$ cat src/common/soc_settings.svh
`ifndef SOC_SETTINGS_SVH
`define SOC_SETTINGS_SVH

// word address, covers the whole 4K word map
`define SOC_ADDR_WIDTH      12

// bus word width
`define SOC_DATA_WIDTH      32

// timers in the bank, also the irq source count
`define SOC_TIMER_COUNT     3

// ram size in words
`define SOC_RAM_DEPTH       256

`endif
$ cat src/common/socPkg.sv
`default_nettype none

`include "soc_settings.svh"

package socPkg;

    // bus vectors
    typedef logic [`SOC_ADDR_WIDTH-1:0]     addrT;
    typedef logic [`SOC_DATA_WIDTH-1:0]     dataT;
    typedef logic [`SOC_DATA_WIDTH/8-1:0]   bweT;
    // word offset inside a slave window
    typedef logic [7:0]                     offsetT;
    // one bit per interrupt source
    typedef logic [`SOC_TIMER_COUNT-1:0]    irqVecT;

    // request seen by every slave
    typedef struct packed {
        logic       read;
        logic       write;
        offsetT     offset;
        dataT       data;
        bweT        bwe;
    } slaveReqT;

    // registered read response from a slave
    typedef struct packed {
        logic       valid;
        dataT       data;
    } slaveRspT;

    typedef enum logic [1:0] {
        stopped,
        oneShot,
        periodic
    } timerStateT;

    // address map, word addresses
    localparam addrT        ramBase         = 12'h000;
    localparam addrT        timerBase       = 12'h100;
    localparam addrT        intcBase        = 12'h200;
    // timers and intc each own 4 words
    localparam int          windowWords     = 4;

    // timer registers
    localparam logic [1:0]  timerCountReg   = 2'd0;
    localparam logic [1:0]  timerReloadReg  = 2'd1;
    localparam logic [1:0]  timerControlReg = 2'd2;
    localparam int          ctrlEnableBit   = 0;
    localparam int          ctrlPeriodicBit = 1;

    // interrupt controller registers
    localparam logic [1:0]  intcPendingReg  = 2'd0;
    localparam logic [1:0]  intcMaskReg     = 2'd1;

endpackage

`default_nettype wire

$ cat src/timer/timer.sv
`timescale 1ns/1ps
`default_nettype none

module timer import socPkg::*; (
    input  logic        clk,
    input  logic        rstN,
    input  slaveReqT    req,
    output slaveRspT    rsp,
    output logic        expire
);

    timerStateT state;
    dataT       count;
    dataT       reload;
    dataT       readData;
    logic       running;
    logic       reloadWrite;
    logic       controlWrite;

    assign running      = state != stopped;
    assign reloadWrite  = req.write && req.offset[1:0] == timerReloadReg;
    assign controlWrite = req.write && req.offset[1:0] == timerControlReg;

    // pulse in the cycle the count leaves one
    // a reload write in that cycle cancels it
    assign expire = running && count == dataT'(1) && !reloadWrite;

    always_ff @(posedge clk) begin
        if (!rstN) begin
            state  <= stopped;
            count  <= '0;
            reload <= '0;
        end else begin
            // control write wins over the one-shot stop
            if (controlWrite) begin
                if (!req.data[ctrlEnableBit]) begin
                    state <= stopped;
                end else if (req.data[ctrlPeriodicBit]) begin
                    state <= periodic;
                end else begin
                    state <= oneShot;
                end
            end else if (expire && state == oneShot) begin
                state <= stopped;
            end

            // reload write loads both registers
            if (reloadWrite) begin
                reload <= req.data;
                count  <= req.data;
            end else if (expire) begin
                count <= (state == periodic) ? reload : '0;
            end else if (running && count != '0) begin
                count <= count - dataT'(1);
            end
        end
    end

    // register read mux, offset 3 reads zero
    always_comb begin
        case (req.offset[1:0])
            timerCountReg:   readData = count;
            timerReloadReg:  readData = reload;
            timerControlReg: readData = dataT'({state == periodic, running});
            default:         readData = '0;
        endcase
    end

    always_ff @(posedge clk) begin
        rsp.data <= readData;
        if (!rstN) begin
            rsp.valid <= 1'b0;
        end else begin
            rsp.valid <= req.read;
        end
    end

endmodule

`default_nettype wire

$ cat config.mk
export PLATFORM = sky130hd
export DESIGN_NAME = timer
export DESIGN_NICKNAME = d
export VERILOG_FILES = /design/src/common/socPkg.sv /design/src/timer/timer.sv
export VERILOG_INCLUDE_DIRS = /design/src /design/src/common
export SDC_FILE = /design/constraint.sdc
export NUM_CORES = 1
export LEC_CHECK = 0
export ABC_CLOCK_PERIOD_IN_PS = 5900
export BUFFER_PORTS_ARGS = -buffer_cell sky130_fd_sc_hd__buf_2
export CAP_MARGIN = 20
export CORE_MARGIN = 5
export CORE_UTILIZATION = 47
export CTS_CLUSTER_DIAMETER = 50
export DETAILED_ROUTE_END_ITERATION = 10
export PLACE_DENSITY = 0.69
export SLEW_MARGIN = 20
export SYNTH_ARGS = -nofsm -noshare
export SYNTH_HDL_FRONTEND = slang
export SYNTH_SLANG_ARGS = --single-unit
$ cat constraint.sdc
create_clock -name clk -period 5.9 [get_ports clk]
set_input_delay 1.18 -clock clk [delete_from_list [all_inputs] [get_ports clk]]
set_output_delay 1.18 -clock clk [all_outputs]
set_load 0.03 [all_outputs]
==> results of run 1 <==
[registers in the layout (all words and copies together), names as in the netlist]
signal  count
count      32
reload     32
state       2
rsp        33
[cell families (layout without fill, tap and decap cells)]
| logic type | after synthesis | count (layout) |
|---|---|---|
| and+or+nand+nor | 245 | 245 |
| AOI/OAI and AO/OA | 135 | 135 |
| muxes | 35 | 35 |
| DFF | 99 | 99 |
| xor gates and xnor gates | 2 | 2 |
| buffers and inverters | 44 | 92 |
| adders and majority gates | 2 | 2 |
[worst min path at each step]
stage,from,endpoint,slack (ns),depth (start not counted)
2_1_floorplan,reload[12],reload[12],0.44,2
3_3_place_gp,reload[8],reload[8],0.46,2
5_1_grt,reload[22],reload[22],0.49,2
6_report,reload[14],reload[14],0.47,2
3_5_place_dp,reload[14],reload[14],0.46,2
4_1_cts,reload[14],reload[14],0.47,2
[cell usage in the layout (no fill, tap or decap), types with 4 or more instances in the layout]
cell type	count
a31oi_1	20
a21o_1	6
and2_1	4
nand3_1	23
nand2_1	95
buf_4	5
nand4_1	11
and3_1	5
o21ai_1	22
nand3b_1	5
a31o_1	4
nor2_1	58
or4_1	9
nor3_1	9
nor4_1	4
a21oi_1	45
o21ai_0	5
mux2i_1	31
clkbuf_8	11
o211ai_1	5
dfxtp_1	99
buf_2	71
mux2_2	4
[worst max-delay path, cell delays in order, from the launching register on]
cell,delay (ns)
dfxtp_1,0.38
or4_1,0.67
nor4_2,0.48
nand4_1,0.43
nor2_1,0.18
buf_2,0.22
[metrics by stage]
stage	total power (uW)	hold slack (ns)	cells	setup WS, ns
3_3_place_gp	1160	0.456	731	2.17
2_1_floorplan	1070	0.445	562	2.03
4_1_cts	1540	0.473	743	2.02
3_5_place_dp	1170	0.461	731	2.08
5_1_grt	1620	0.491	743	1.78
6_report	1540	0.475	743	2.00
[area by class of cell]
class | count | area share [%]
repair buffers | 76 | 7.56
well taps | 133 | 3.20
flip-flops and latches | 99 | 38.2
clock buffers | 12 | 2.99
multi-input cells | 419 | 47.8
inverters | 4 | 0.289
[report_power, final]
group          total [uW]  internal, uW  switching [uW]  leakage, uW
clock network         384           168             216    0.0000803
logic                 421           169             252      0.00122
registers             738           701            37.8     0.000803
total                1540          1040             505      0.00210
[routing by layer]
metal,global-route usage [%],vias to the layer above
met5,0,-
met4,6.77,0
met3,3.52,17
met2,32.0,163
met1,30.6,2039
li1,-,2106
==> impl_results.md, run 1 <==
- Worst-path clk slew: 0.09 ns
- Crit. Startpoint: count[24]
- Drt wl/cell: 16.7 um
- Synth top area cells: dfxtp_1 43%, nand2_1 7.7%, mux2i_1 6.7%
- Startpoint types: flop
- Fraction of the mapped netlist area in compound gates: 18.9%
- Port bufs: 71
- Largest family of logic cells by synthesized area: simple AND/OR/NAND/NOR gates
- Hold/Removal Path Class: flop to flop
- Final antenna-violating net count: 0
- Slew Limit Fails: 0
- Crit end category: primary output
- CTS tree: done
- Top FF cell, synth: dfxtp_1
- Post-Synth XOR/XNOR Area: 0.377%
- Distinct cells, synth: 61
- Post-synthesis mux area share: 7.64%
- Layout fillers: 975
- Synthesized area per cell: 8.27 sq um
- Part of the Yosys area used for sequential elements: 42.6%
- # Post-CTS Setup Buffers: 0
- # H-tree levels: 3
- Ys async rst share: 0%
- R2r setup slk: 2.49 ns
- Die width: 109 um
- Slew @ Worst Pin: 1.03 ns
- Final setup fails: 0
- Outcome: finished clean
- Critical path required time: 4.72 ns
- Die area: 0.0120 sq mm
- Clk root buf: clkbuf_8
- Initial Utilization: 47.8%
- CTS max path bufs: 2
- Via density: 5.82
- Simple-gate share of the synthesized area: 25.8%
- Die height: 109 um
- EDFF count, synth: 0
- Top cell type by total area after synthesis: dfxtp_1
- Max Cap Viol: 0
- Boundary Pins: 82
- CTS resizes: 0
- Crit Path Max Fanout: 8
- Antenna violations before repair: 0
- Met2 wire len: 5480 um
- Vias in the first global route: 3925
- Multi-input gate area: 0.00248 sq mm
- Clock Sinks: 99
- DR WL met3: 785 um
- Total Routing Usage GR: 21.1%
- Storage cell area: 0.00198 sq mm
- Post-cts hold buffer count: 0
- Count of nets after finishing: 659
- Slew margin rel.: 30.8%
- Crit path DAT: 2.72 ns
- DP HPWL: 8130 um
- Cts bufs inserted: 9
- Gp weighted congestion: 0.958
- WL met1: 5920 um
- DRC Markers: 0
- Most common cell in the netlist: dfxtp_1
- Mapped Nets: 612
- Layout Skew: 0.0104 ns
- FF-to-FF path depth: 7
- Final hold vios: 0
- Number of synthesized register bits: 99
- Synth top cells by count: 99 x dfxtp_1, 95 x nand2_1, 58 x nor2_1, 46 x a21oi_1, 31 x mux2i_1
- Area grow syn2layout: 11.7%
- Ys Warns: 0
- DR pass1 iterations: 6
- N_diodes: 0
- Vias: 4325
- Fmax: 0.256 GHz
- Crit path to: expire
- Largest net degree at the start of global routing: 44
- Fin Setup TNS: 0 ns
- Finished Core Util: 53.4%
- Mapped cell area: 0.00465 sq mm
- Core area: 0.00973 sq mm
- RSZ-0062 raised after global routing: no
- Critical R2R Capture: count[22]
- Reg-to-reg startpoint: count[24]
- Critical path class: flop to primary output
- Grt ovf: 0
- Clock latency on the worst-skew pair: 0.37 ns
- # rows: 36
- Post-synthesis adder-cell area fraction: 0.538%
- Final worst path period share: 66.1%
- Non-Filler Cell Area, Final: 0.00519 sq mm
- Max layer used: met4
- P per Cell Area: 297 mW/mm^2
- Worst ir drop on vdd: 132 uV
- Top-area cell type share of the netlist area: 42.6%
- Fraction of layout cells with a size suffix above 1: 18.2%
- Static leakage: 0.00210 uW
- Min Clock Period, post-route: 3.90 ns
- Cells after Synth: 562
- Cell Area, Placed: 0.00504 sq mm
- Final wirelength: 12400 um
- First-pass GRT wire length: 20000 um
- DRT iter0 DRCs: 310
(Power assumes the default switching activity.)
==> run 2, diff against run 1 <==
Settings changed: ABC_AREA set to 1, ABC_CLOCK_PERIOD_IN_PS 5900 to 3600, PLACE_DENSITY 0.69 to 0.68.
Clock period 5.9 ns to 3.6 ns, I/O delays scaled along.
==> run 2 against run 1 <==
Compared with the run above: cell area up 16%; sequential power increased by 64%; clock power grew to 2.5 times the previous value; utilization is 1.8 points higher; sequential cell count unchanged; critical path type unchanged; highest routed layer unchanged.
==> impl_results.md, run 2 <==
- Core area: 0.0109 sq mm
- P per Cell Area: 486 mW/mm^2
- Vias: 5173
- Fraction of layout cells with a size suffix above 1: 13.6%
- Layout fillers: 1161
- Final worst path period share: 69.6%
- Fmax: 0.399 GHz
- Clock latency on the worst-skew pair: 0.35 ns
- Largest net degree at the start of global routing: 50
- Final setup fails: 0
- Layout Skew: 0.00758 ns
- CP max stage delay: 0.32 ns
- Final wirelength: 13900 um
- Die width: 116 um
- Mapped Nets: 902
- Commonest cells after routing, fill and taps aside: 287 x nand2_1, 146 x nor2_1, 99 x dfxtp_1, 79 x inv_1, 71 x buf_2
- Cts bufs inserted: 9
- Final hold vios: 0
- Die height: 116 um
- # rows: 38
- Hold Crit Depth: 2
- Hold WS: 0.462 ns
- Cells after Synth: 852
- Gp weighted congestion: 0.907
- Commonest non-fill, non-tap cell in the layout: nand2_1
- Static leakage: 0.00309 uW
- CTS resizes: 0
- Via density: 4.92
- Part of the Yosys area used for sequential elements: 37.3%
- Synth top area cells: dfxtp_1 37%, nand2_1 20%, nor2_1 10%
- # H-tree levels: 3
- Drt wl/cell: 13.2 um
- Clock Sinks: 99
- Critical path class: flop to primary output
- Slew Limit Fails: 0
- Multi-input gate area: 0.00287 sq mm
- RSZ-0062 raised after global routing: no
- Setup ws final: 1.09 ns
- Worst ir drop on vdd: 269 uV
- Startpoint types: flop
- Total Routing Usage GR: 21.4%
- Max Cap Viol: 0
- CTS tree: done
- Synthesized area per cell: 6.24 sq um
- Cell Area, Placed: 0.00574 sq mm
- Largest register FFs: 33
- Die area: 0.0135 sq mm
- FF-to-FF path depth: 10
- Crit Path Max Fanout: 6
- Top-area cell type share of the netlist area: 37.3%
- Min Clock Period, post-route: 2.51 ns
- Slew @ Worst Pin: 1.04 ns
- CTS max path bufs: 2
- Storage cell area: 0.00198 sq mm
- Crit-path cells: nor2_1, nand2_1, nor2_4, nand2_2, nor3_1, buf_2
- DRT iter0 DRCs: 428
- Final std cells w/o fill: 1052
- # placed instances: 1036
- Mapped cell area: 0.00531 sq mm
- Top reg by flops: rsp
- Antenna violations before repair: 0
- # Post-CTS Setup Buffers: 0
- Distinct cells, synth: 28
- Initial Utilization: 48.6%
- Number of synthesized register bits: 99
- Non-Filler Cell Area, Final: 0.00604 sq mm
- DRC Markers: 0
- Largest regs: rsp (33), count (32), reload (32)
- Pre-CTS WS: 1.09 ns
- Synth top cells by count: 287 x nand2_1, 146 x nor2_1, 99 x dfxtp_1, 79 x inv_1, 58 x a21oi_1
- EDFF count, synth: 0
- Grt ovf: 0
- Ys Warns: 0
- Vias in the first global route: 4822
- DP HPWL: 9620 um
- Top FF cell, synth: dfxtp_1
- Critical path required time: 2.88 ns
- Crit path DAT: 1.79 ns
- Boundary Pins: 82
- Most common cell in the netlist: nand2_1
- Port bufs: 71
- Area grow syn2layout: 13.6%
- Top cell type by total area after synthesis: dfxtp_1
- Final antenna-violating net count: 0
- Ys async rst share: 0%
- Fin Setup TNS: 0 ns
- DR pass1 iterations: 6
- Hold/Removal Path Class: flop to flop
- Outcome: finished clean
- First-pass GRT wire length: 23200 um
- Post-cts hold buffer count: 0
- CP max-delay cell: dfxtp_1
- Clk root buf: clkbuf_16
- Slew margin rel.: 30.6%
- Crit end category: primary output
- Worst-path clk slew: 0.07 ns
- N_diodes: 0
- Count of nets after finishing: 957
## run 2: cell types whose count changed after synthesis, sizes merged, moves of 12 or more
cell	delta
a21oi	+12
a31oi	-21
clkbuf	-12
inv	+77
mux2i	-31
nand2	+198
nand3	+34
nor2	+99
o21ai	+16
## run 2: power breakdown
group / total, uW / switching, uW / internal [uW] / leakage, uW
registers: 1210 / 46.5 / 1160 / 0.000808
logic: 754 / 515 / 239 / 0.00214
clock network: 968 / 414 / 554 / 0.000145
## run 2: metrics by stage
step | util, % | power, uW
floorplan | - | 1800
global placement | 52.5 | 1980
detailed placement | 52.5 | 1980
CTS | 55.2 | 2950
global route | 55.2 | 3100
finish | 55.2 | 2930
## run 2: path summary, 6_finish.rpt
path | from | end | slack, ns
max | count[8] | expire | 1.09
max reg2reg | count[8] | count[25] | 1.33
min | reload[6] | rsp[6] | 0.46
min reg2reg | reload[6] | rsp[6] | 0.46
## run 2: cell families (layout without fill, tap and decap cells)
logic type / after synthesis / in the layout / share of synthesized area, %
flip-flops: 99 / 99 / 37.3
AO/OA/AOI/OAI: 104 / 104 / 10.2
adder cells (fa/ha/maj): 2 / 2 / 0.471
AND/OR/NAND/NOR: 520 / 520 / 41.3
buffers and inverters: 116 / 176 / 8.86
XOR/XNOR: 11 / 11 / 1.81
## run 2: layout make-up
type                       count  share of cell area, %
sequential                    99                   32.8
clock inverter                 5                  0.870
multi-input combinational    637                   47.5
tap                          140                   2.90
inverter                      81                   5.04
timing repair buffer          79                   6.88
clock buffer                  11                   4.02
## run 2: layer usage
layer | part of all wire [%] | up-vias | track usage, % | wire length [um]
met3 | 6.2 | 20 | 3.68 | 866
met1 | 50 | 2248 | 30.8 | 7020
met2 | 41 | 154 | 32.2 | 5780
li1 | - | 2751 | - | -
met4 | 1.9 | 0 | 7.97 | 267
met5 | 0 | - | 0 | 0
## run 2: worst max-delay path, delay by kind of cell (launching register included)
kind / cells / cell delay (ns)
buffers and inverters: 1 / 0.24
flip-flops: 1 / 0.32
AND/OR/NAND/NOR: 5 / 0.88
