**config.mk**
```make
export PLATFORM = sky130hd
export DESIGN_NAME = busDecoder
export DESIGN_NICKNAME = d
export VERILOG_FILES = /design/src/common/socPkg.sv /design/src/hdl/busDecoder.sv
export VERILOG_INCLUDE_DIRS = /design/src /design/src/common
export SDC_FILE = /design/constraint.sdc
export NUM_CORES = 1
export LEC_CHECK = 0
export BUFFER_PORTS_ARGS = -buffer_cell sky130_fd_sc_hd__buf_2
export CORE_AREA = 2 2 127 129
export DETAILED_ROUTE_END_ITERATION = 7
export DIE_AREA = 0 0 129 131
export SLEW_MARGIN = 0
export SYNTH_ARGS = -nofsm -noshare
export SYNTH_HDL_FRONTEND = slang
export SYNTH_SLANG_ARGS = --single-unit
```
**constraint.sdc**
```tcl
create_clock -name vclk -period 3.1
set_clock_uncertainty 0.1 [all_clocks]
set_input_delay 0.62 -clock vclk [all_inputs]
set_output_delay 0.62 -clock vclk [all_outputs]
set_load 0.005 [all_outputs]
```
**src/common/soc_settings.svh**
```systemverilog
`ifndef SOC_SETTINGS_SVH
`define SOC_SETTINGS_SVH

// word address, covers the whole 4K word map
`define SOC_ADDR_WIDTH      12

// bus word width
`define SOC_DATA_WIDTH      32

// timers in the bank, also the irq source count
`define SOC_TIMER_COUNT     3

// ram size in words
`define SOC_RAM_DEPTH       256

`endif
```
**src/common/socPkg.sv**
```systemverilog
`default_nettype none

`include "soc_settings.svh"

package socPkg;

    // bus vectors
    typedef logic [`SOC_ADDR_WIDTH-1:0]     addrT;
    typedef logic [`SOC_DATA_WIDTH-1:0]     dataT;
    typedef logic [`SOC_DATA_WIDTH/8-1:0]   bweT;
    // word offset inside a slave window
    typedef logic [7:0]                     offsetT;
    // one bit per interrupt source
    typedef logic [`SOC_TIMER_COUNT-1:0]    irqVecT;

    // request seen by every slave
    typedef struct packed {
        logic       read;
        logic       write;
        offsetT     offset;
        dataT       data;
        bweT        bwe;
    } slaveReqT;

    // registered read response from a slave
    typedef struct packed {
        logic       valid;
        dataT       data;
    } slaveRspT;

    typedef enum logic [1:0] {
        stopped,
        oneShot,
        periodic
    } timerStateT;

    // address map, word addresses
    localparam addrT        ramBase         = 12'h000;
    localparam addrT        timerBase       = 12'h100;
    localparam addrT        intcBase        = 12'h200;
    // timers and intc each own 4 words
    localparam int          windowWords     = 4;

    // timer registers
    localparam logic [1:0]  timerCountReg   = 2'd0;
    localparam logic [1:0]  timerReloadReg  = 2'd1;
    localparam logic [1:0]  timerControlReg = 2'd2;
    localparam int          ctrlEnableBit   = 0;
    localparam int          ctrlPeriodicBit = 1;

    // interrupt controller registers
    localparam logic [1:0]  intcPendingReg  = 2'd0;
    localparam logic [1:0]  intcMaskReg     = 2'd1;

endpackage

`default_nettype wire

```
**src/hdl/busDecoder.sv**
```systemverilog
`timescale 1ns/1ps
`default_nettype none

`include "soc_settings.svh"

module busDecoder import socPkg::*; (
    input  logic        read,
    input  logic        write,
    input  addrT        address,
    input  dataT        dataIn,
    input  bweT         bwe,
    output slaveReqT    ramReq,
    output slaveReqT    timerReq [`SOC_TIMER_COUNT],
    output slaveReqT    intcReq,
    output slaveReqT    missReq
);

    // keep payload, gate the strobes by the select
    function automatic slaveReqT steer(input slaveReqT base, input logic hit);
        slaveReqT gated;
        gated       = base;
        gated.read  = base.read & hit;
        gated.write = base.write & hit;
        return gated;
    endfunction

    slaveReqT   baseReq;
    addrT       ramWord;
    addrT       timerWord;
    addrT       intcWord;
    logic       ramHit;
    logic       timerHit;
    logic       intcHit;

    assign baseReq = '{read: read, write: write, offset: address[$bits(offsetT)-1:0],
                       data: dataIn, bwe: bwe};

    // word index relative to each window base
    assign ramWord   = address - ramBase;
    assign timerWord = address - timerBase;
    assign intcWord  = address - intcBase;

    // windows are disjoint, so at most one hit
    assign ramHit   = ramWord < addrT'(`SOC_RAM_DEPTH);
    assign timerHit = timerWord < addrT'(windowWords * `SOC_TIMER_COUNT);
    assign intcHit  = intcWord < addrT'(windowWords);

    always_comb begin
        ramReq  = steer(baseReq, ramHit);
        intcReq = steer(baseReq, intcHit);
        // nothing claims it, readReturn answers with zero
        missReq = steer(baseReq, !ramHit && !timerHit && !intcHit);
        // upper bits of the timer word pick the timer
        for (int i = 0; i < `SOC_TIMER_COUNT; i++) begin
            timerReq[i] = steer(baseReq, timerHit &&
                timerWord[`SOC_ADDR_WIDTH-1:2] == (`SOC_ADDR_WIDTH-2)'(i));
        end
    end

endmodule

`default_nettype wire

```
==> run metrics, run 1 <==
final-stage net count=between 150 and 200; violation count after the first detailed-route iteration=26; CP arrival=1.92 ns; ratio of cells with drive above 1 in the final layout=69.0%; WL per Instance=approximately 13 um; number of sequential cells=0; Max IR drop VDD=0.0165 mV; Die Wd=129 um; Cells after Synth=301; minimum clock period=2.64 ns; setup tns final=0 ns; worst-case hold path end point=intcReq[18]; FILL cells=1875; # diodes=0; Cell variety after synth=20; number of global-route vias before repair=685; post-DR vias/cell=2.25; Max Clk Rate=between 300 and 400 MHz; HPWL after DPL=between 3000 and 4000 um; Mapped Area=2250 sq um; first-pass GRT wire length=5130 um; sequential area share after synthesis=0%; Req. time, crit path=2.38 ns; clock buf count=0; CP max-delay cell=o2111a_1; RSZ-0062 raised after global routing=no; syn avg cell area=7.46 sq um; post_cts resized=0; P_leak=0.000360 uW; Die Y=131 um; Final Wtd Congestion=0.563; Finish-stage setup viols=0; 1st-pass router iterations=2; Rows=46; die area=16900 sq um; Vias=slightly above 700; Max stage delay on crit path=0.28 ns; DRC violations left=0; Seq. cell area=0 sq um; actual slew at the worst max-slew pin=0.401 ns; Post CTS Setup Buffer Count=0; Total Wirelength=4110 um; initial core utilization=about 14%; Max Slew Vio Count=0; Routed Antenna Nets=0; Setup crit end kind=primary output; P&R area growth vs syn=-61.8%; initial antenna violation count=0; critical path class=input port to primary output; Crit path top cell by count=buf_2; worst hold path class=input port to primary output; final hold viol count=0; gr usage total=4.18%; min-delay src=dataIn[14]; Cell Pwr Density=89.0 nW/um^2; hold_buf cts=0; largest net degree at the start of global routing=12; Max transition margin=~73%; final critical-path share of the clock period=between 80% and 90%; Max Cap Viol=0; total grt overflow=0; Critical Path Fanout Max=5; Finished Core Util=approximately 5.5%; core area=15600 sq um; port bufs=60; status=complete, no violations; Yosys warnings=0; crit-path cells=buf_2 > inv_1 > ha_1 > nand2b_1 > o2111a_1 > a211oi_1 > buf_2; Setup crit start kind=input port; Hold Path Depth=0; Syn Nets=around 350; Top Ports=326
[worst max-delay path by stage]
stage / end / slack (ns) / start / cells after the start
after global routing: timerReq[136] / 0.30 / address[9] / 8
after global placement: missReq[44] / 0.44 / address[9] / 7
after CTS: missReq[44] / 0.42 / address[9] / 7
after detailed placement: missReq[44] / 0.43 / address[9] / 7
after floorplan: missReq[44] / 0.85 / address[9] / 5
final: missReq[44] / 0.46 / address[10] / 7
[power by group]
part	total [uW]	switching, uW	internal [uW]
Sequential	0	0	0
Combinational	76.3	42.9	33.4
Clock	0	0	0
Total	76.3	42.9	33.4
[final cells by class]
type	instances	area [sq um]	share of cell area (%)
timing repair buffer	63	323	37.7
tap	216	270	31.5
multi-input combinational	33	249	29.1
inverter	4	15.0	1.75
[cell usage in the layout (no fill, tap or decap)]
| cell | Yosys | layout |
|---|---|---|
| buf_2 | 0 | 60 |
| nor4_1 | 6 | 6 |
| nand2_1 | 5 | 5 |
| inv_1 | 4 | 4 |
| buf_4 | 264 | 3 |
| xnor2_1 | 2 | 2 |
| and2_1 | 2 | 2 |
| a211oi_1 | 2 | 2 |
| nor3_1 | 2 | 2 |
| nor2_1 | 2 | 2 |
| ha_1 | 2 | 2 |
| nor4b_1 | 1 | 1 |
| nor4_4 | 1 | 1 |
| and4_2 | 1 | 1 |
| a21bo_2 | 1 | 1 |
| nand2b_1 | 1 | 1 |
| o2111a_1 | 1 | 1 |
| or4_4 | 1 | 1 |
| a211oi_2 | 1 | 1 |
| nand2_2 | 1 | 1 |
| or2b_1 | 1 | 1 |
[Yosys cell counts (2+ instances only)]
cell	number	share of area, %
nor2_1	2	0.33
buf_4	264	88
nor4_1	6	1.7
xnor2_1	2	0.78
inv_1	4	0.67
and2_1	2	0.56
ha_1	2	1.1
nor3_1	2	0.45
nand2_1	5	0.84
a211oi_1	2	0.67
[cell families (layout without fill, tap and decap cells)]
group / Yosys count / in the layout / share of synthesized area, %
buffers and inverters: 268 / 67 / 88.9
AO/OA/AOI/OAI: 5 / 5 / 2.17
adder cells (fa/ha/maj): 2 / 2 / 1.11
AND/OR/NAND/NOR: 24 / 24 / 7.02
XOR/XNOR: 2 / 2 / 0.780
[metrics by stage]
step           cells  worst slack (ns)  area, sq um  hold WS, ns  power, uW
6_report         316             0.458          857         1.14       76.3
5_1_grt          316             0.299          857         1.14       86.6
4_1_cts          316             0.416          857         1.14       80.5
3_5_place_dp     316             0.425          857         1.14       80.2
3_3_place_gp     316             0.439          857         1.14       79.6
2_1_floorplan    301             0.852         2250         1.22        293
[routing by layer]
layer	part of all wire, %	GRT usage, %	vias up	routed length, um
met5	0	0	-	0
met4	14	6.07	0	557
met3	17	2.44	65	692
met2	44	6.29	113	1790
met1	26	3.20	265	1070
li1	-	-	268	-
[worst max-delay path, delay by kind of cell]
family	cells	cell delay (ns)
adders and majority gates	1	0.19
and+or+nand+nor	1	0.17
AOI/OAI and AO/OA	2	0.56
buffers and inverters	3	0.37
No activity file was read; power rests on OpenSTA's default activity.
==> run 2, diff against run 1 <==
--- a/config.mk
+++ b/config.mk
@@ -6,10 +6,12 @@
 export SDC_FILE = /design/constraint.sdc
 export NUM_CORES = 1
 export LEC_CHECK = 0
+export ABC_AREA = 1
 export BUFFER_PORTS_ARGS = -buffer_cell sky130_fd_sc_hd__buf_2
 export CORE_AREA = 2 2 127 129
 export DETAILED_ROUTE_END_ITERATION = 7
 export DIE_AREA = 0 0 129 131
+export MAX_ROUTING_LAYER = met4
 export SLEW_MARGIN = 0
 export SYNTH_ARGS = -nofsm -noshare
 export SYNTH_HDL_FRONTEND = slang
==> run 2 against run 1 <==
Total power shrank 14%. Cell count up 6.6%. Non-clock buffer count is 3 lower. Maximum frequency rose by 8.8%. Critical path depth rose by 4. Synthesized cell count is 8.0% higher. Combinational power decreased by 14%. Sequential share of layout area did not move. Worst setup slack better by 0.21 ns. Global-route usage decreased by 1.0 points. Count of clock-buffer cells in the layout unchanged. Routed wire length fell by 22%. Largest power group unchanged.
==> run metrics, run 2 <==
WL per Instance=9.47 um (-27%); hold_buf cts=0 (unchanged); post_cts resized=0 (unchanged); critical path class=input port to primary output; P_leak=0.000414 uW (+15%); number of global-route vias before repair=663 (-3.2%); first-pass GRT wire length=4110 um (-20%); ratio of cells with drive above 1 in the final layout=52.9% (-16 points); core area=15600 sq um (unchanged); min-delay src=bwe[1]; status=complete, no violations; Top Ports=326 (unchanged); Post CTS Setup Buffer Count=0 (unchanged); largest area contributor in the netlist=buf_4; final hold viol count=0 (unchanged); post-DR vias/cell=2.32 (+3.3%); Seq. cell area=0 sq um (unchanged); top-area cell type share of the netlist area=87.9% (-0.39 points); Cell Pwr Density=77.6 nW/um^2 (-13%); setup tns final=0 ns (unchanged); Max IR drop VDD=0.0179 mV (+8.3%); commonest non-fill, non-tap cell in the layout=buf_2; Die Wd=129 um (unchanged); worst hold path class=input port to primary output; Req. time, crit path=2.38 ns (about the same); Cells after Synth=325 (+8.0%); syn avg cell area=6.94 sq um (-7.0%); commonest non-fill, non-tap cells in the layout=buf_2, nor2_1, nand2_1, inv_1, nand3_1; Setup crit end kind=primary output; actual slew at the worst max-slew pin=0.183 ns (-0.218 ns); Routed Antenna Nets=0 (unchanged); Vias=783 (+10%); final critical-path share of the clock period=78.3% (-6.9 points); adder-cell share of the synthesized area=1.11% (-0.0049 points); Setup crit start=address[9]; violation count after the first detailed-route iteration=19 (-27%); xor/xnor cell area share of the yosys netlist=0% (-0.78 points); Synth Area in Simple Gates=8.76% (+1.7 points); sequential area share after synthesis=0% (unchanged); Yosys warnings=0 (unchanged); final-stage net count=175 (+14%); clock buf count=0 (unchanged); Critical Path Fanout Max=5 (unchanged); Total Wirelength=3190 um (-22%); count leader, synth=buf_4; largest family of logic cells by synthesized area=buffers and inverters; Die Y=131 um (unchanged); Finish-stage setup viols=0 (unchanged); Power Total=65.5 uW (-14%); Syn Nets=377 (+6.8%); largest net degree at the start of global routing=10 (-2); initial core utilization=14.5% (+0.064 points); Synth top cells by count=buf_4, nor2_1, nand2_1; RSZ-0062 raised after global routing=no; die area=16900 sq um (unchanged); HPWL after DPL=2720 um (-23%); Rows=46 (unchanged); worst-case hold path end point=ramReq[1]; Max Slew Vio Count=0 (unchanged); Max transition margin=87.8% (+15 points); # diodes=0 (unchanged); initial antenna violation count=0 (unchanged); Hold Path Depth=0 (unchanged); Max Clk Rate=412 MHz (+8.8%); gr usage total=3.19% (-1.0 points); Cell variety after synth=12 (-40%); CP arrival=1.71 ns (-0.21 ns); post-synthesis mux area share=0% (unchanged); most area-consuming cells after synthesis=buf_4, nor2_1, nand2_1; Max Cap Viol=0 (unchanged); port bufs=60 (unchanged); 1st-pass router iterations=4 (+2); FILL cells=1853 (-1.2%); number of sequential cells=0 (unchanged); DRC violations left=0 (unchanged); area of the multi-input gates=233 sq um (-6.5%); total grt overflow=0 (unchanged); Mapped Area=2260 sq um (+0.45%); Setup crit start kind=input port; minimum clock period=2.43 ns (-0.214 ns); Final Wtd Congestion=0.819 (+45%); post-synthesis compound-gate area fraction=0.444% (-1.7 points); P&R area growth vs syn=-62.6%
## run 2: kinds of logic after synthesis
group	count (synthesis)
compound gates	2
simple gates	46
fa+ha+maj	2
buf+inv	275
## run 2: per-stage QoR
stage / instances / hold WS [ns] / cell area (sq um) / worst slack (ns) / utilization [%]
floorplan: 325 / 1.22 / 2260 / 0.999 / -
detailed placement: 337 / 1.14 / 845 / 0.658 / 5.41
global placement: 337 / 1.14 / 845 / 0.674 / 5.41
global route: 337 / 1.14 / 845 / 0.406 / 5.41
finish: 337 / 1.14 / 845 / 0.672 / 5.41
CTS: 337 / 1.14 / 845 / 0.656 / 5.41
## run 2: report_power, final
part	internal, uW	switching [uW]
Sequential	0	0
Combinational	29.4	36.1
Clock	0	0
## run 2: cell type report
class                           instances  area share [%]
Inverter                               11            4.89
Multi-Input combinational cell         50            27.6
Tap cell                              216            32.0
Timing Repair Buffer                   60            35.6
## run 2: worst max-delay path by stage
stage	endpoint	slack (ns)	depth (start not counted)
floorplan	timerReq[136]	1.0	8
global placement	timerReq[45]	0.67	11
detailed placement	timerReq[137]	0.66	11
CTS	timerReq[137]	0.66	10
global route	timerReq[136]	0.41	10
finish	timerReq[137]	0.67	11
## run 2: routing by layer
| layer | routed length [um] | up-vias | GRT usage (%) |
|---|---|---|---|
| met5 | 0 | - | - |
| met4 | 376 | 0 | 3.84 |
| met3 | 1110 | 55 | 4.97 |
| met2 | 1210 | 170 | 4.20 |
| met1 | 498 | 250 | 1.07 |
| li1 | - | 308 | - |
## run 2: worst max-delay path: stages
cell     delay [ns]
buf_2          0.13
inv_2          0.06
ha_1           0.19
nand2_1        0.08
nand2_1        0.05
nand2_1        0.05
nand2_1        0.05
nor2_2         0.15
nand3_1        0.11
nor2_1         0.10
buf_2          0.11
==> run 3, diff against run 2 <==
--- a/config.mk
+++ b/config.mk
@@ -8,9 +8,9 @@
 export LEC_CHECK = 0
 export ABC_AREA = 1
 export BUFFER_PORTS_ARGS = -buffer_cell sky130_fd_sc_hd__buf_2
-export CORE_AREA = 2 2 127 129
+export CORE_AREA = 2 2 126 128
 export DETAILED_ROUTE_END_ITERATION = 7
-export DIE_AREA = 0 0 129 131
+export DIE_AREA = 0 0 128 130
 export MAX_ROUTING_LAYER = met4
 export SLEW_MARGIN = 0
 export SYNTH_ARGS = -nofsm -noshare
==> constraint.sdc (replaced) <==
create_clock -name vclk -period 2
set_clock_uncertainty 0.1 [all_clocks]
set_input_delay 0.4 -clock vclk [all_inputs]
set_output_delay 0.4 -clock vclk [all_outputs]
set_load 0.005 [all_outputs]
==> run 3 against run 2 <==
Critical path depth unchanged. Hold slack lost 0.44 ns. First-iteration DRC count is 32% lower. Via count down 1.1%. Cell count fell by 5.3%. Global-route usage decreased by 0.14 points. Sequential cell count unchanged. Die area shrank 1.5%. Non-clock buffer count grew 6. Combinational power is 97% higher. Total power increased by 96%. Utilization increased by 0.68 points. Highest routed layer unchanged.
==> run metrics, run 3 (synthesis results as in run 2) <==
P_leak=0.000445 uW (+7.5%); Max transition margin=84.6% (-3.2 points); Setup crit end kind=primary output; Rows=46 (unchanged); HPWL after DPL=2560 um (-5.9%); gr usage total=3.05% (-0.14 points); port bufs=60 (unchanged); violation count after the first detailed-route iteration=13 (-6); Routed Antenna Nets=0 (unchanged); Critical Path Fanout Max=4 (-1); number of global-route vias before repair=701 (+5.7%); Total Wirelength=3080 um (-3.4%); Cell Pwr Density=137 nW/um^2 (+76%); Max IR drop VDD=0.0318 mV (+78%); # diodes=0 (unchanged); min-delay src=dataIn[15]; critical path class=input port to primary output; Max Cap Viol=0 (unchanged); actual slew at the worst max-slew pin=0.230 ns (+0.0473 ns); Buf/Inv on CP=3 (unchanged); DRC violations left=0 (unchanged); P&R area growth vs syn=-58.3%; Req. time, crit path=1.50 ns (-0.88 ns); core area=15400 sq um (-1.1%); Crit path top cell by count=nand2_1; crit-path cells=buf_4 > inv_4 > ha_4 > nand2_1 > nand2_1 > nand2_2 > nor2_4 > nand2_1 > nand2_1 > nor2_1 > buf_2; RSZ-0062 raised after global routing=no; Inst Count DP=318 (-5.6%); worst-case hold path end point=missReq[19]; post-DR vias/cell=2.43 (+4.4%); Seq. cell area=0 sq um (unchanged); final hold viol count=0 (unchanged); final-stage net count=181 (+3.4%); Top Ports=326 (unchanged); CP max-delay cell=ha_4; 1st-pass router iterations=6 (+2); commonest non-fill, non-tap cells in the layout=buf_2, nor2_1, nand2_1, inv_1, buf_4; largest net degree at the start of global routing=10 (unchanged); final critical-path share of the clock period=95.8%; worst hold path class=input port to primary output; Finish-stage setup viols=0 (unchanged); Die Wd=128 um (-0.78%); die area=16600 sq um (-1.5%); CP arrival=1.42 ns (-0.29 ns); Top delay family on crit path=simple AND/OR/NAND/NOR gates; Hold Path Depth=0 (unchanged); clock buf count=0 (unchanged); Finished Layout Cells=319 (-5.3%); ratio of cells with drive above 1 in the final layout=64.6% (+12 points); Max Slew Vio Count=0 (unchanged); hold_buf cts=0 (unchanged); Setup crit start kind=input port; first-pass GRT wire length=3910 um (-5.0%); setup tns final=0 ns (unchanged); minimum clock period=between 1.5 and 2 ns; total grt overflow=0 (unchanged); initial antenna violation count=0 (unchanged); number of cells on the critical path=11 (unchanged); status=complete, no violations; Max stage delay on crit path=0.16 ns (-0.03 ns); initial core utilization=14.6% (+0.16 points); Final Wtd Congestion=0.774 (-5.5%); Die Y=130 um (-0.76%); WL per Instance=9.66 um (+2.0%); Max Clk Rate=between 500 and 600 MHz; number of sequential cells=0 (unchanged); Vias=774 (-1.1%); commonest non-fill, non-tap cell in the layout=buf_2; worst hold slack=0.700 ns (-0.440 ns)
run 3: area by class of cell:
type               count  area, sq um
fillers             1835        14500
inverters             11         46.3
multi-input cells     50          303
well taps            192          240
repair buffers        66          350
run 3: through the flow:
stage / instance area (sq um) / power, uW / util, % / setup slack, ns
after global routing: 940 / 142 / 6.09 / 0.0106
after floorplan: 2260 / 458 / - / 0.339
after detailed placement: 852 / 112 / 5.52 / -0.00107
final: 940 / 129 / 6.09 / 0.0843
after global placement: 852 / 112 / 5.52 / 0.0149
after CTS: 855 / 113 / 5.54 / 0.00666
run 3: report_power, final:
group / total [uW] / internal [uW] / switching, uW / leakage [uW]
clock: 0 / 0 / 0 / 0
combinational: 129 / 60.2 / 68.4 / 0.000445
sequential: 0 / 0 / 0 / 0
total: 129 / 60.2 / 68.4 / 0.000445
run 3: routing by layer:
layer	global-route usage (%)	part of all wire, %	up-vias
li1	-	-	319
met3	4.06	30	44
met4	3.56	10	0
met2	4.37	39	136
met5	-	0	-
met1	1.21	21	275
run 3: how the worst max path moves through the flow:
stage / slack [ns] / from / end
floorplan: 0.34 / address[10] / timerReq[136]
global placement: 0.01 / address[10] / timerReq[91]
detailed placement: -0.001 / address[10] / timerReq[91]
CTS: 0.007 / address[9] / timerReq[91]
global route: 0.01 / address[10] / timerReq[91]
finish: 0.08 / address[10] / missReq[44]
run 3: repair_timing:
item                       in CTS  in global routing
pin swaps                       0                  6
resized for setup               1                 20
setup endpoints to repair       1                 10
buffers inserted                0                  1
