[src/common/soc_settings.svh]
`ifndef SOC_SETTINGS_SVH
`define SOC_SETTINGS_SVH

// word address, covers the whole 4K word map
`define SOC_ADDR_WIDTH      12

// bus word width
`define SOC_DATA_WIDTH      32

// timers in the bank, also the irq source count
`define SOC_TIMER_COUNT     3

// ram size in words
`define SOC_RAM_DEPTH       256

`endif
[src/common/socPkg.sv]
`default_nettype none

`include "soc_settings.svh"

package socPkg;

    // bus vectors
    typedef logic [`SOC_ADDR_WIDTH-1:0]     addrT;
    typedef logic [`SOC_DATA_WIDTH-1:0]     dataT;
    typedef logic [`SOC_DATA_WIDTH/8-1:0]   bweT;
    // word offset inside a slave window
    typedef logic [7:0]                     offsetT;
    // one bit per interrupt source
    typedef logic [`SOC_TIMER_COUNT-1:0]    irqVecT;

    // request seen by every slave
    typedef struct packed {
        logic       read;
        logic       write;
        offsetT     offset;
        dataT       data;
        bweT        bwe;
    } slaveReqT;

    // registered read response from a slave
    typedef struct packed {
        logic       valid;
        dataT       data;
    } slaveRspT;

    typedef enum logic [1:0] {
        stopped,
        oneShot,
        periodic
    } timerStateT;

    // address map, word addresses
    localparam addrT        ramBase         = 12'h000;
    localparam addrT        timerBase       = 12'h100;
    localparam addrT        intcBase        = 12'h200;
    // timers and intc each own 4 words
    localparam int          windowWords     = 4;

    // timer registers
    localparam logic [1:0]  timerCountReg   = 2'd0;
    localparam logic [1:0]  timerReloadReg  = 2'd1;
    localparam logic [1:0]  timerControlReg = 2'd2;
    localparam int          ctrlEnableBit   = 0;
    localparam int          ctrlPeriodicBit = 1;

    // interrupt controller registers
    localparam logic [1:0]  intcPendingReg  = 2'd0;
    localparam logic [1:0]  intcMaskReg     = 2'd1;

endpackage

`default_nettype wire

[src/hdl/interruptController.sv]
`timescale 1ns/1ps
`default_nettype none

module interruptController import socPkg::*; (
    input  logic        clk,
    input  logic        rstN,
    input  slaveReqT    req,
    input  irqVecT      trigger,
    output slaveRspT    rsp,
    output logic        irq
);

    irqVecT     pending;
    irqVecT     mask;
    irqVecT     clearBits;
    logic       pendingWrite;
    logic       maskWrite;
    dataT       readData;

    assign pendingWrite = req.write && req.offset[1:0] == intcPendingReg;
    assign maskWrite    = req.write && req.offset[1:0] == intcMaskReg;

    // write-one-to-clear acknowledge
    assign clearBits = pendingWrite ? req.data[$bits(irqVecT)-1:0] : '0;

    always_ff @(posedge clk) begin
        if (!rstN) begin
            pending <= '0;
            mask    <= '0;
        end else begin
            // new trigger beats a same-cycle acknowledge
            pending <= (pending & ~clearBits) | trigger;
            if (maskWrite) begin
                mask <= req.data[$bits(irqVecT)-1:0];
            end
        end
    end

    // request line, no extra register
    assign irq = |(pending & mask);

    always_comb begin
        case (req.offset[1:0])
            intcPendingReg: readData = dataT'(pending);
            intcMaskReg:    readData = dataT'(mask);
            default:        readData = '0;
        endcase
    end

    always_ff @(posedge clk) begin
        rsp.data <= readData;
        if (!rstN) begin
            rsp.valid <= 1'b0;
        end else begin
            rsp.valid <= req.read;
        end
    end

endmodule

`default_nettype wire

[config.mk]
export PLATFORM = sky130hd
export DESIGN_NAME = interruptController
export DESIGN_NICKNAME = d
export VERILOG_FILES = /design/src/common/socPkg.sv /design/src/hdl/interruptController.sv
export VERILOG_INCLUDE_DIRS = /design/src /design/src/common
export SDC_FILE = /design/constraint.sdc
export NUM_CORES = 1
export LEC_CHECK = 0
export BUFFER_PORTS_ARGS = -buffer_cell sky130_fd_sc_hd__buf_4
export CAP_MARGIN = 20
export CORE_MARGIN = 5
export CORE_UTILIZATION = 30
export DETAILED_ROUTE_END_ITERATION = 10
export PLACE_DENSITY = 0.85
export SYNTH_ARGS = -nofsm -noshare
export SYNTH_HDL_FRONTEND = slang
export SYNTH_SLANG_ARGS = --single-unit
[constraint.sdc]
create_clock -name clk -period 1.04 [get_ports clk]
set_clock_uncertainty 0.1 [all_clocks]
set_input_delay 0.208 -clock clk [delete_from_list [all_inputs] [get_ports clk]]
set_output_delay 0.208 -clock clk [all_outputs]
set_load 0.05 [all_outputs]
==> flow_metrics.env, run 1 <==
export IMPL_status="complete, but fails checks"
export IMPL_violations="negative setup slack"
export IMPL_dr_pass1_iters=5
export IMPL_drc=0
export IMPL_n_antenna_cell=0
export IMPL_core_region_area_sq_um=1980
export IMPL_yosys_warnings=0
export IMPL_hold_viol_final=0
export IMPL_setup_violations=5
export IMPL_yosys_area_top_type="buf_4"
export IMPL_sw_frac_of_total=0.395
export IMPL_combPwrFrac=0.334
export IMPL_max_vdd_ir_drop_v=0.000758
export IMPL_min_period_ps=1490
export IMPL_p_leak_nw=0.394
export IMPL_cts_tree="done"
export IMPL_syn_avg_cell_area_sq_um=8.69
export IMPL_wl_per_cell_um=10.0
export IMPL_grt_use_total=0.0760
export IMPL_synth_compound_area_frac=0.0700
export IMPL_ys_dominant_reg_cell="dfxtp_1"
export IMPL_switchingPower_w=0.000454
export IMPL_internal_power_w=0.000696
export IMPL_synthSimpleGateAreaFrac=0.0980
export IMPL_ioPinCount=85
export IMPL_finalWorstSetupSlack_ps=-454
export IMPL_synth_edf_count=0
export IMPL_clkPwrFrac=0.304
export IMPL_ys_ff_latch=10
export IMPL_drt_wl_total_um=1190
export IMPL_post_route_period_util=1.44
export IMPL_critPathMaxFanout=2
export IMPL_syn_to_final_growth_pct=19.6
export IMPL_cts_hold_buf=0
export IMPL_drive_above_1_share=0.326
export IMPL_dieHeight_um=55.7
export IMPL_finalNonFillerCells=119
export IMPL_fmax_mhz=669
export IMPL_via_count=451
export IMPL_syn_area_sq_um=626
export IMPL_cts_buffers=3
export IMPL_finalMaxSlewViolations=0
export IMPL_ys_top_cells_by_count="30 x buf_4, 10 x dfxtp_1, 6 x mux2i_1, 6 x nand2_1, 4 x inv_1"
export IMPL_viasPerCell=3.79
export IMPL_row_count=16
export IMPL_dieWidth_um=55.7
export IMPL_synth_area_leaders="buf_4 36%, dfxtp_1 32%, mux2i_1 9.6%"
export IMPL_synth_top_family_by_area="buffers and inverters"
export IMPL_yosysMostFrequentCell="buf_4"
export IMPL_synth_mux_area_fraction=0.0960
export IMPL_seq_area_frac_synth=0.320
export IMPL_clkLatencyLatePin_ps=270
export IMPL_power_per_cell_area_nw_per_um2=1540
export IMPL_dp_cells=115
export IMPL_ys_async_sr_fraction=0
export IMPL_rsz0062_at_grt="true"
export IMPL_synth_distinct_cells=15
export IMPL_syn_inst=72
export IMPL_clockRootBuffer="clkbuf_4"
export IMPL_grt_pass1_wl_um=1810
export IMPL_yosys_area_share_xor_xnor=0
export IMPL_fin_tns_setup_ps=-490
export IMPL_initial_core_util=0.316
export IMPL_power_w=0.00115
export IMPL_io_buffers=16
export IMPL_yosysTopAreaCellShare=0.360
export IMPL_cp_start_kind="flop"
export IMPL_cts_reportedPaths_clkPinSlew_ps=60
export IMPL_dieArea_sq_um=3100
export IMPL_antenna_found_initial=0
export IMPL_gp_congestion=0.697
export IMPL_ant_nets=0
export IMPL_nets=144
export IMPL_grt_pass1_vias=397
export IMPL_place_hpwl_um=989
export IMPL_arrival_ps=1190
export IMPL_cts_sinks=10
export IMPL_cp_required_ps=730
export IMPL_min_path_type="input pin to flop"
export IMPL_grt_max_degree=11
export IMPL_synth_fa_ha_area_frac=0
export IMPL_h_tree_depth=1
export IMPL_cts_buffer_depth=2
export IMPL_crit_type="flop to primary output"
export IMPL_endpoint_kind="primary output"
export IMPL_postCtsSetupBuffers=0
export IMPL_seq_power_share=0.363
export IMPL_drt_iter0_markers=10
export IMPL_cap_violations=0
export IMPL_grt_overflow=0
==> power by group through the flow <==
| stage | sequential [W] | clock, W | combinational (W) |
|---|---|---|---|
| floorplan | 0.000447 | 0 | 0.000365 |
| global placement | 0.000421 | 0 | 0.000364 |
| detailed placement | 0.000421 | 0 | 0.000369 |
| CTS | 0.000417 | 0.000358 | 0.000379 |
| global route | 0.000419 | 0.000379 | 0.000399 |
| finish | 0.000417 | 0.000349 | 0.000384 |
==> cells by family after synthesis <==
| kind of cell | count (synthesis) |
|---|---|
| buf+inv | 36 |
| simple gates | 12 |
| flops | 10 |
| compound gates | 7 |
| mux | 6 |
| other cells | 1 |
==> layer usage <==
metal  vias up  GRT usage  wire [um]
li1        212          -          -
met1       198     0.0677        382
met2        38      0.137        610
met3         3     0.0394        174
met4         0     0.0417         23
met5         -          0          0
==> worst max-delay path, stage by stage (launching register included) <==
cell      delay, ps
dfxtp_1         310
a222oi_1        390
inv_2            60
buf_6           160
==> flip-flops by register name, summed over array words and instances (netlist names) <==
register and count:
mask 3, pending 3, rsp 4
==> cell type report <==
class | count | area (sq um)
Clock buffer | 4 | 36.3
Multi-Input combinational cell | 54 | 274
Sequential cell | 10 | 205
Fill cell | 198 | 1230
Tap cell | 27 | 33.8
Inverter | 4 | 15.0
Timing Repair Buffer | 20 | 184
==> through the flow <==
stage,utilization,hold slack (ps),area [sq um],setup WS [ps]
finish,0.378,25.3,748,-454
global route,0.378,20.8,748,-497
CTS,0.376,22.2,744,-461
detailed placement,0.340,308,673,-199
global placement,0.340,300,673,-189
floorplan,-,180,731,-108
==> placed cells by master (no fill, tap or decap) <==
cell type	netlist	layout
buf_6	1	1
a222oi_1	1	1
dfxtp_1	10	6
dfxtp_2	0	4
clkbuf_8	0	1
conb_1	1	29
and3b_1	1	1
nor2_1	3	3
a31oi_1	3	3
clkbuf_4	0	3
nand2_1	6	6
inv_2	0	1
buf_8	0	4
and2_1	1	1
inv_1	4	3
nor3b_2	1	1
o21ai_0	3	3
buf_4	30	15
mux2i_1	6	6
==> what timing repair did <==
item                                    CTS  global route
pin swaps                                 1             0
resized for setup                        12             1
endpoints found under the setup margin    5             5
==> final timing paths <==
path,startpoint,end,slack [ps],cells after the start
setup / recovery,mask[0],irq,-450,3
hold / removal,req[6],pending[2],30,2
setup reg to reg,mask[2],rsp[2],170,3
hold reg to reg,pending[1],rsp[1],440,2
Note: power is estimated with default switching activity, not from simulation.
==> inputs of run 2 (changes only) <==
--- a/config.mk
+++ b/config.mk
@@ -9,9 +9,9 @@
 export BUFFER_PORTS_ARGS = -buffer_cell sky130_fd_sc_hd__buf_4
 export CAP_MARGIN = 20
 export CORE_MARGIN = 5
-export CORE_UTILIZATION = 30
+export CORE_UTILIZATION = 27
 export DETAILED_ROUTE_END_ITERATION = 10
-export PLACE_DENSITY = 0.85
+export PLACE_DENSITY = 0.82
 export SYNTH_ARGS = -nofsm -noshare
 export SYNTH_HDL_FRONTEND = slang
 export SYNTH_SLANG_ARGS = --single-unit
==> constraint.sdc (replaced) <==
create_clock -name clk -period 1.25 [get_ports clk]
set_clock_uncertainty 0.1 [all_clocks]
set_input_delay 0.25 -clock clk [delete_from_list [all_inputs] [get_ports clk]]
set_output_delay 0.25 -clock clk [all_outputs]
set_load 0.05 [all_outputs]
==> flow_metrics.env, run 2 (synthesis gave the netlist of run 1 again) <==
export IMPL_hold_path_depth=2
export IMPL_fin_tns_setup_ps=-241
export IMPL_cts_tree="done"
export IMPL_wl_per_cell_um=9.59
export IMPL_top_register="rsp"
export IMPL_worstPathCellList="a222oi_1, inv_1, buf_6"
export IMPL_min_period_ps=1490
export IMPL_nets=142
export IMPL_syn_to_final_growth_pct=9.80
export IMPL_cts_sinks=10
export IMPL_row_count=17
export IMPL_largest_reg_flops=4
export IMPL_finalWorstSetupSlack_ps=-241
export IMPL_cts_hold_buf=0
export IMPL_dieHeight_um=58.1
export IMPL_cts_reportedPaths_clkPinSlew_ps=60
export IMPL_grt_overflow=0
export IMPL_cts_buffers=3
export IMPL_gp_congestion=0.799
export IMPL_antenna_found_initial=0
export IMPL_cp_required_ps=900
export IMPL_endpoint_kind="primary output"
export IMPL_final_common_cell="conb_1"
export IMPL_setup_violations=1
export IMPL_critPathMaxStageDelay_ps=320
export IMPL_core_region_area_sq_um=2210
export IMPL_p_leak_nw=0.370
export IMPL_dr_pass1_iters=4
export IMPL_via_count=426
export IMPL_clkLatencyLatePin_ps=260
export IMPL_hold_viol_final=0
export IMPL_finalMaxSlewViolations=0
export IMPL_utilization=0.311
export IMPL_drc=0
export IMPL_seq_power_share=0.404
export IMPL_power_per_cell_area_nw_per_um2=1250
export IMPL_grt_use_total=0.0612
export IMPL_initial_core_util=0.283
export IMPL_grt_pass1_wl_um=1570
export IMPL_fmax_mhz=671
export IMPL_drt_iter0_markers=7
export IMPL_viasPerCell=3.64
export IMPL_final_cell_mix="29 x conb_1, 17 x buf_4, 9 x dfxtp_1"
export IMPL_crit_type="flop to primary output"
export IMPL_cp_start_kind="flop"
export IMPL_drive_above_1_share=0.258
export IMPL_io_buffers=16
export IMPL_internal_power_w=0.000499
export IMPL_min_path_type="input pin to flop"
export IMPL_r2r_cells=3
export IMPL_max_vdd_ir_drop_v=0.000342
export IMPL_dieWidth_um=58.1
export IMPL_clockRootBuffer="clkbuf_4"
export IMPL_cap_violations=0
export IMPL_sw_frac_of_total=0.417
export IMPL_drt_wl_total_um=1120
export IMPL_dieArea_sq_um=3380
export IMPL_cp_slowest_cell="a222oi_1"
export IMPL_ioPinCount=85
export IMPL_arrival_ps=1140
export IMPL_grt_max_degree=11
export IMPL_switchingPower_w=0.000356
export IMPL_place_hpwl_um=979
export IMPL_combPwrFrac=0.354
export IMPL_critPathMaxFanout=2
export IMPL_cts_buffer_depth=2
export IMPL_n_antenna_cell=0
export IMPL_grt_pass1_vias=392
export IMPL_ant_nets=0
export IMPL_violations="negative setup slack"
export IMPL_status="complete, but fails checks"
export IMPL_post_route_period_util=1.19
export IMPL_rsz0062_at_grt="true"
export IMPL_top_regs="rsp (4), mask (3), pending (3)"
export IMPL_clkPwrFrac=0.242
export IMPL_h_tree_depth=1
==> run 2: changes by cell type in the layout (fill, tap and decap cells not counted), sizes merged <==
cell	previous run	this run
buf	20	18
clkbuf	4	3
==> run 2: repair_timing <==
item                       4_1_cts  5_1_grt
gates resized for setup          1        1
setup buffers                    0        0
setup endpoints to repair        1        1
gates cloned                     0        0
pin swaps                        1        0
==> run 2: per-stage QoR <==
step           setup slack, ps  hold WS, ps  power [W]  instance area (sq um)  std cells
2_1_floorplan             33.3          222   0.000675                    731        100
3_3_place_gp             -9.88          350   0.000648                    659        114
3_5_place_dp              4.62          351   0.000652                    659        114
4_1_cts                   -256         76.0   0.000864                    686        117
5_1_grt                   -332         78.4   0.000894                    687        117
6_report                  -241         73.4   0.000855                    687        117
==> run 2: path summary, 6_finish.rpt <==
kind | from | endpoint | slack [ps]
hold reg to reg | mask[1] | mask[1] | 380
setup reg to reg | mask[0] | rsp[0] | 420
setup / recovery | mask[0] | irq | -240
hold / removal | req[4] | pending[0] | 70
==> run 2: cell type report <==
cell class / instances / area, sq um
multi-input cells: 54 / 274
well taps: 28 / 35.0
flip-flops and latches: 10 / 201
inverters: 4 / 15.0
fillers: 242 / 1530
repair buffers: 18 / 139
clock buffers: 3 / 22.5
==> run 2: critical path, delay by kind of cell (launching register included) <==
family	cells	cell delay [ps]
DFF	1	310
buffers and inverters	2	250
AOI/OAI and AO/OA	1	320
==> run 2: power groups by stage <==
stage / clock [W] / combinational [W] / sequential [W]
floorplan: 0 / 0.000303 / 0.000372
global placement: 0 / 0.000297 / 0.000351
detailed placement: 0 / 0.000300 / 0.000352
CTS: 0.000218 / 0.000301 / 0.000345
global route: 0.000230 / 0.000318 / 0.000347
finish: 0.000207 / 0.000303 / 0.000345
==> run 2: per-layer routing <==
layer,part of all wire,GRT usage,vias up
met1,0.34,0.0636,183
li1,-,-,207
met3,0.17,0.0290,4
met5,0,0,-
met4,0.019,0.0397,0
met2,0.47,0.0984,32
==> inputs of run 3 (changes only) <==
--- a/config.mk
+++ b/config.mk
@@ -8,8 +8,10 @@
 export LEC_CHECK = 0
 export BUFFER_PORTS_ARGS = -buffer_cell sky130_fd_sc_hd__buf_4
 export CAP_MARGIN = 20
+export CELL_PAD_IN_SITES_DETAIL_PLACEMENT = 1
+export CELL_PAD_IN_SITES_GLOBAL_PLACEMENT = 2
 export CORE_MARGIN = 5
-export CORE_UTILIZATION = 27
+export CORE_UTILIZATION = 12
 export DETAILED_ROUTE_END_ITERATION = 10
 export PLACE_DENSITY = 0.82
 export SYNTH_ARGS = -nofsm -noshare
==> flow_metrics.env, run 3 (synthesis gave the netlist of run 1 again) <==
export IMPL_cts_buffer_depth=2
export IMPL_critPathMaxFanout=2
export IMPL_cts_buffers=3
export IMPL_core_region_area_sq_um=5070
export IMPL_final_common_cell="conb_1"
export IMPL_status="complete, but fails checks"
export IMPL_min_path_type="input pin to flop"
export IMPL_grt_overflow=0
export IMPL_max_vdd_ir_drop_v=0.000178
export IMPL_drive_above_1_share=0.275
export IMPL_drt_iter0_markers=7
export IMPL_worstPathCellList="a222oi_1, inv_1, buf_6"
export IMPL_io_buffers=16
export IMPL_n_antenna_cell=0
export IMPL_endpoint_kind="primary output"
export IMPL_cts_reportedPaths_clkPinSlew_ps=50
export IMPL_dieWidth_um=82.2
export IMPL_largest_reg_flops=4
export IMPL_cp_start_kind="flop"
export IMPL_drc=0
export IMPL_power_per_cell_area_nw_per_um2=1270
export IMPL_dp_cells=157
export IMPL_place_hpwl_um=1140
export IMPL_utilization=0.152
export IMPL_dieArea_sq_um=6760
export IMPL_finalWorstSetupSlack_ps=-263
export IMPL_viasPerCell=2.78
export IMPL_grt_use_total=0.0384
export IMPL_drt_wl_total_um=1330
export IMPL_row_count=26
export IMPL_cts_hold_buf=0
export IMPL_initial_core_util=0.123
export IMPL_critical_path_top_delay_family="compound AO/OA/AOI/OAI gates"
export IMPL_nets=144
export IMPL_arrival_ps=1160
export IMPL_gp_congestion=0.679
export IMPL_antenna_found_initial=0
export IMPL_crit_type="flop to primary output"
export IMPL_ant_nets=0
export IMPL_ioPinCount=85
export IMPL_finalMaxSlewViolations=0
export IMPL_cp_buffers_inverters=2
export IMPL_h_tree_depth=1
export IMPL_finalNonFillerCells=161
export IMPL_top_register="rsp"
export IMPL_via_count=448
export IMPL_violations="negative setup slack"
export IMPL_cp_slowest_cell="a222oi_1"
export IMPL_fin_tns_setup_ps=-263
export IMPL_power_w=0.000983
export IMPL_clkLatencyLatePin_ps=230
export IMPL_setup_violations=1
export IMPL_fill_cells=636
export IMPL_dr_pass1_iters=4
export IMPL_p_leak_nw=0.387
export IMPL_syn_to_final_growth_pct=23.6
export IMPL_cts_tree="done"
export IMPL_top_regs="rsp (4), mask (3), pending (3)"
export IMPL_critPathMaxStageDelay_ps=370
export IMPL_min_period_ps=1510
export IMPL_wl_per_cell_um=8.27
export IMPL_cp_required_ps=900
export IMPL_dieHeight_um=82.2
export IMPL_grt_pass1_wl_um=1920
export IMPL_cap_violations=0
export IMPL_cts_sinks=10
export IMPL_post_route_period_util=1.21
export IMPL_final_cell_mix="29 x conb_1, 19 x buf_4, 9 x dfxtp_1"
export IMPL_grt_pass1_vias=463
export IMPL_fmax_mhz=661
export IMPL_clockRootBuffer="clkbuf_8"
export IMPL_grt_max_degree=11
export IMPL_rsz0062_at_grt="true"
export IMPL_hold_viol_final=0
-- run 3: metrics by stage --
step,hold slack (ps),setup slack (ps),instance area (sq um)
after floorplan,222,33.3,731
after global placement,346,-51.2,719
after detailed placement,349,-47.8,719
after CTS,97.3,-265,773
after global routing,101,-308,773
final,101,-263,773
-- run 3: final cells by class --
| class | count | area [sq um] | share of cell area |
|---|---|---|---|
| tap | 70 | 87.6 | 0.113 |
| multi-input combinational | 54 | 274 | 0.354 |
| clock buffer | 3 | 41.3 | 0.0534 |
| sequential | 10 | 201 | 0.261 |
| inverter | 4 | 15.0 | 0.0194 |
| timing repair buffer | 20 | 154 | 0.199 |
-- run 3: worst register-to-register path, cell delays in order, from the launching register on --
cell and delay (ps):
dfxtp_2 320, buf_4 130, o21ai_0 160, a31oi_1 50
-- run 3: power breakdown --
part | leakage, nW | switching, W | internal (W) | total (W)
Sequential | 0.0826 | 0.00000828 | 0.000337 | 0.000346
Clock | 0.0216 | 0.000116 | 0.000210 | 0.000326
Combinational | 0.283 | 0.000254 | 0.0000577 | 0.000311
-- run 3: routing by layer --
metal | up-vias | share of wire | GRT usage
met2 | 30 | 0.50 | 0.0617
met4 | 0 | 0.032 | 0.0349
met5 | - | 0 | 0
li1 | 212 | - | -
met1 | 202 | 0.39 | 0.0416
met3 | 4 | 0.077 | 0.00868
-- run 3: what timing repair did --
action                     in CTS  in global routing
resized for setup               2                  0
pin swaps                       1                  0
setup endpoints to repair       1                  1
buffers inserted                1                  0
-- run 3: final timing paths --
kind                    from    endpoint  slack, ps  cells after the start
setup / recovery     mask[0]         irq       -260                      3
hold / removal        req[4]  pending[0]        100                      2
setup reg to reg  pending[0]  pending[0]        370                      3
hold reg to reg      mask[1]     mask[1]        380                      2
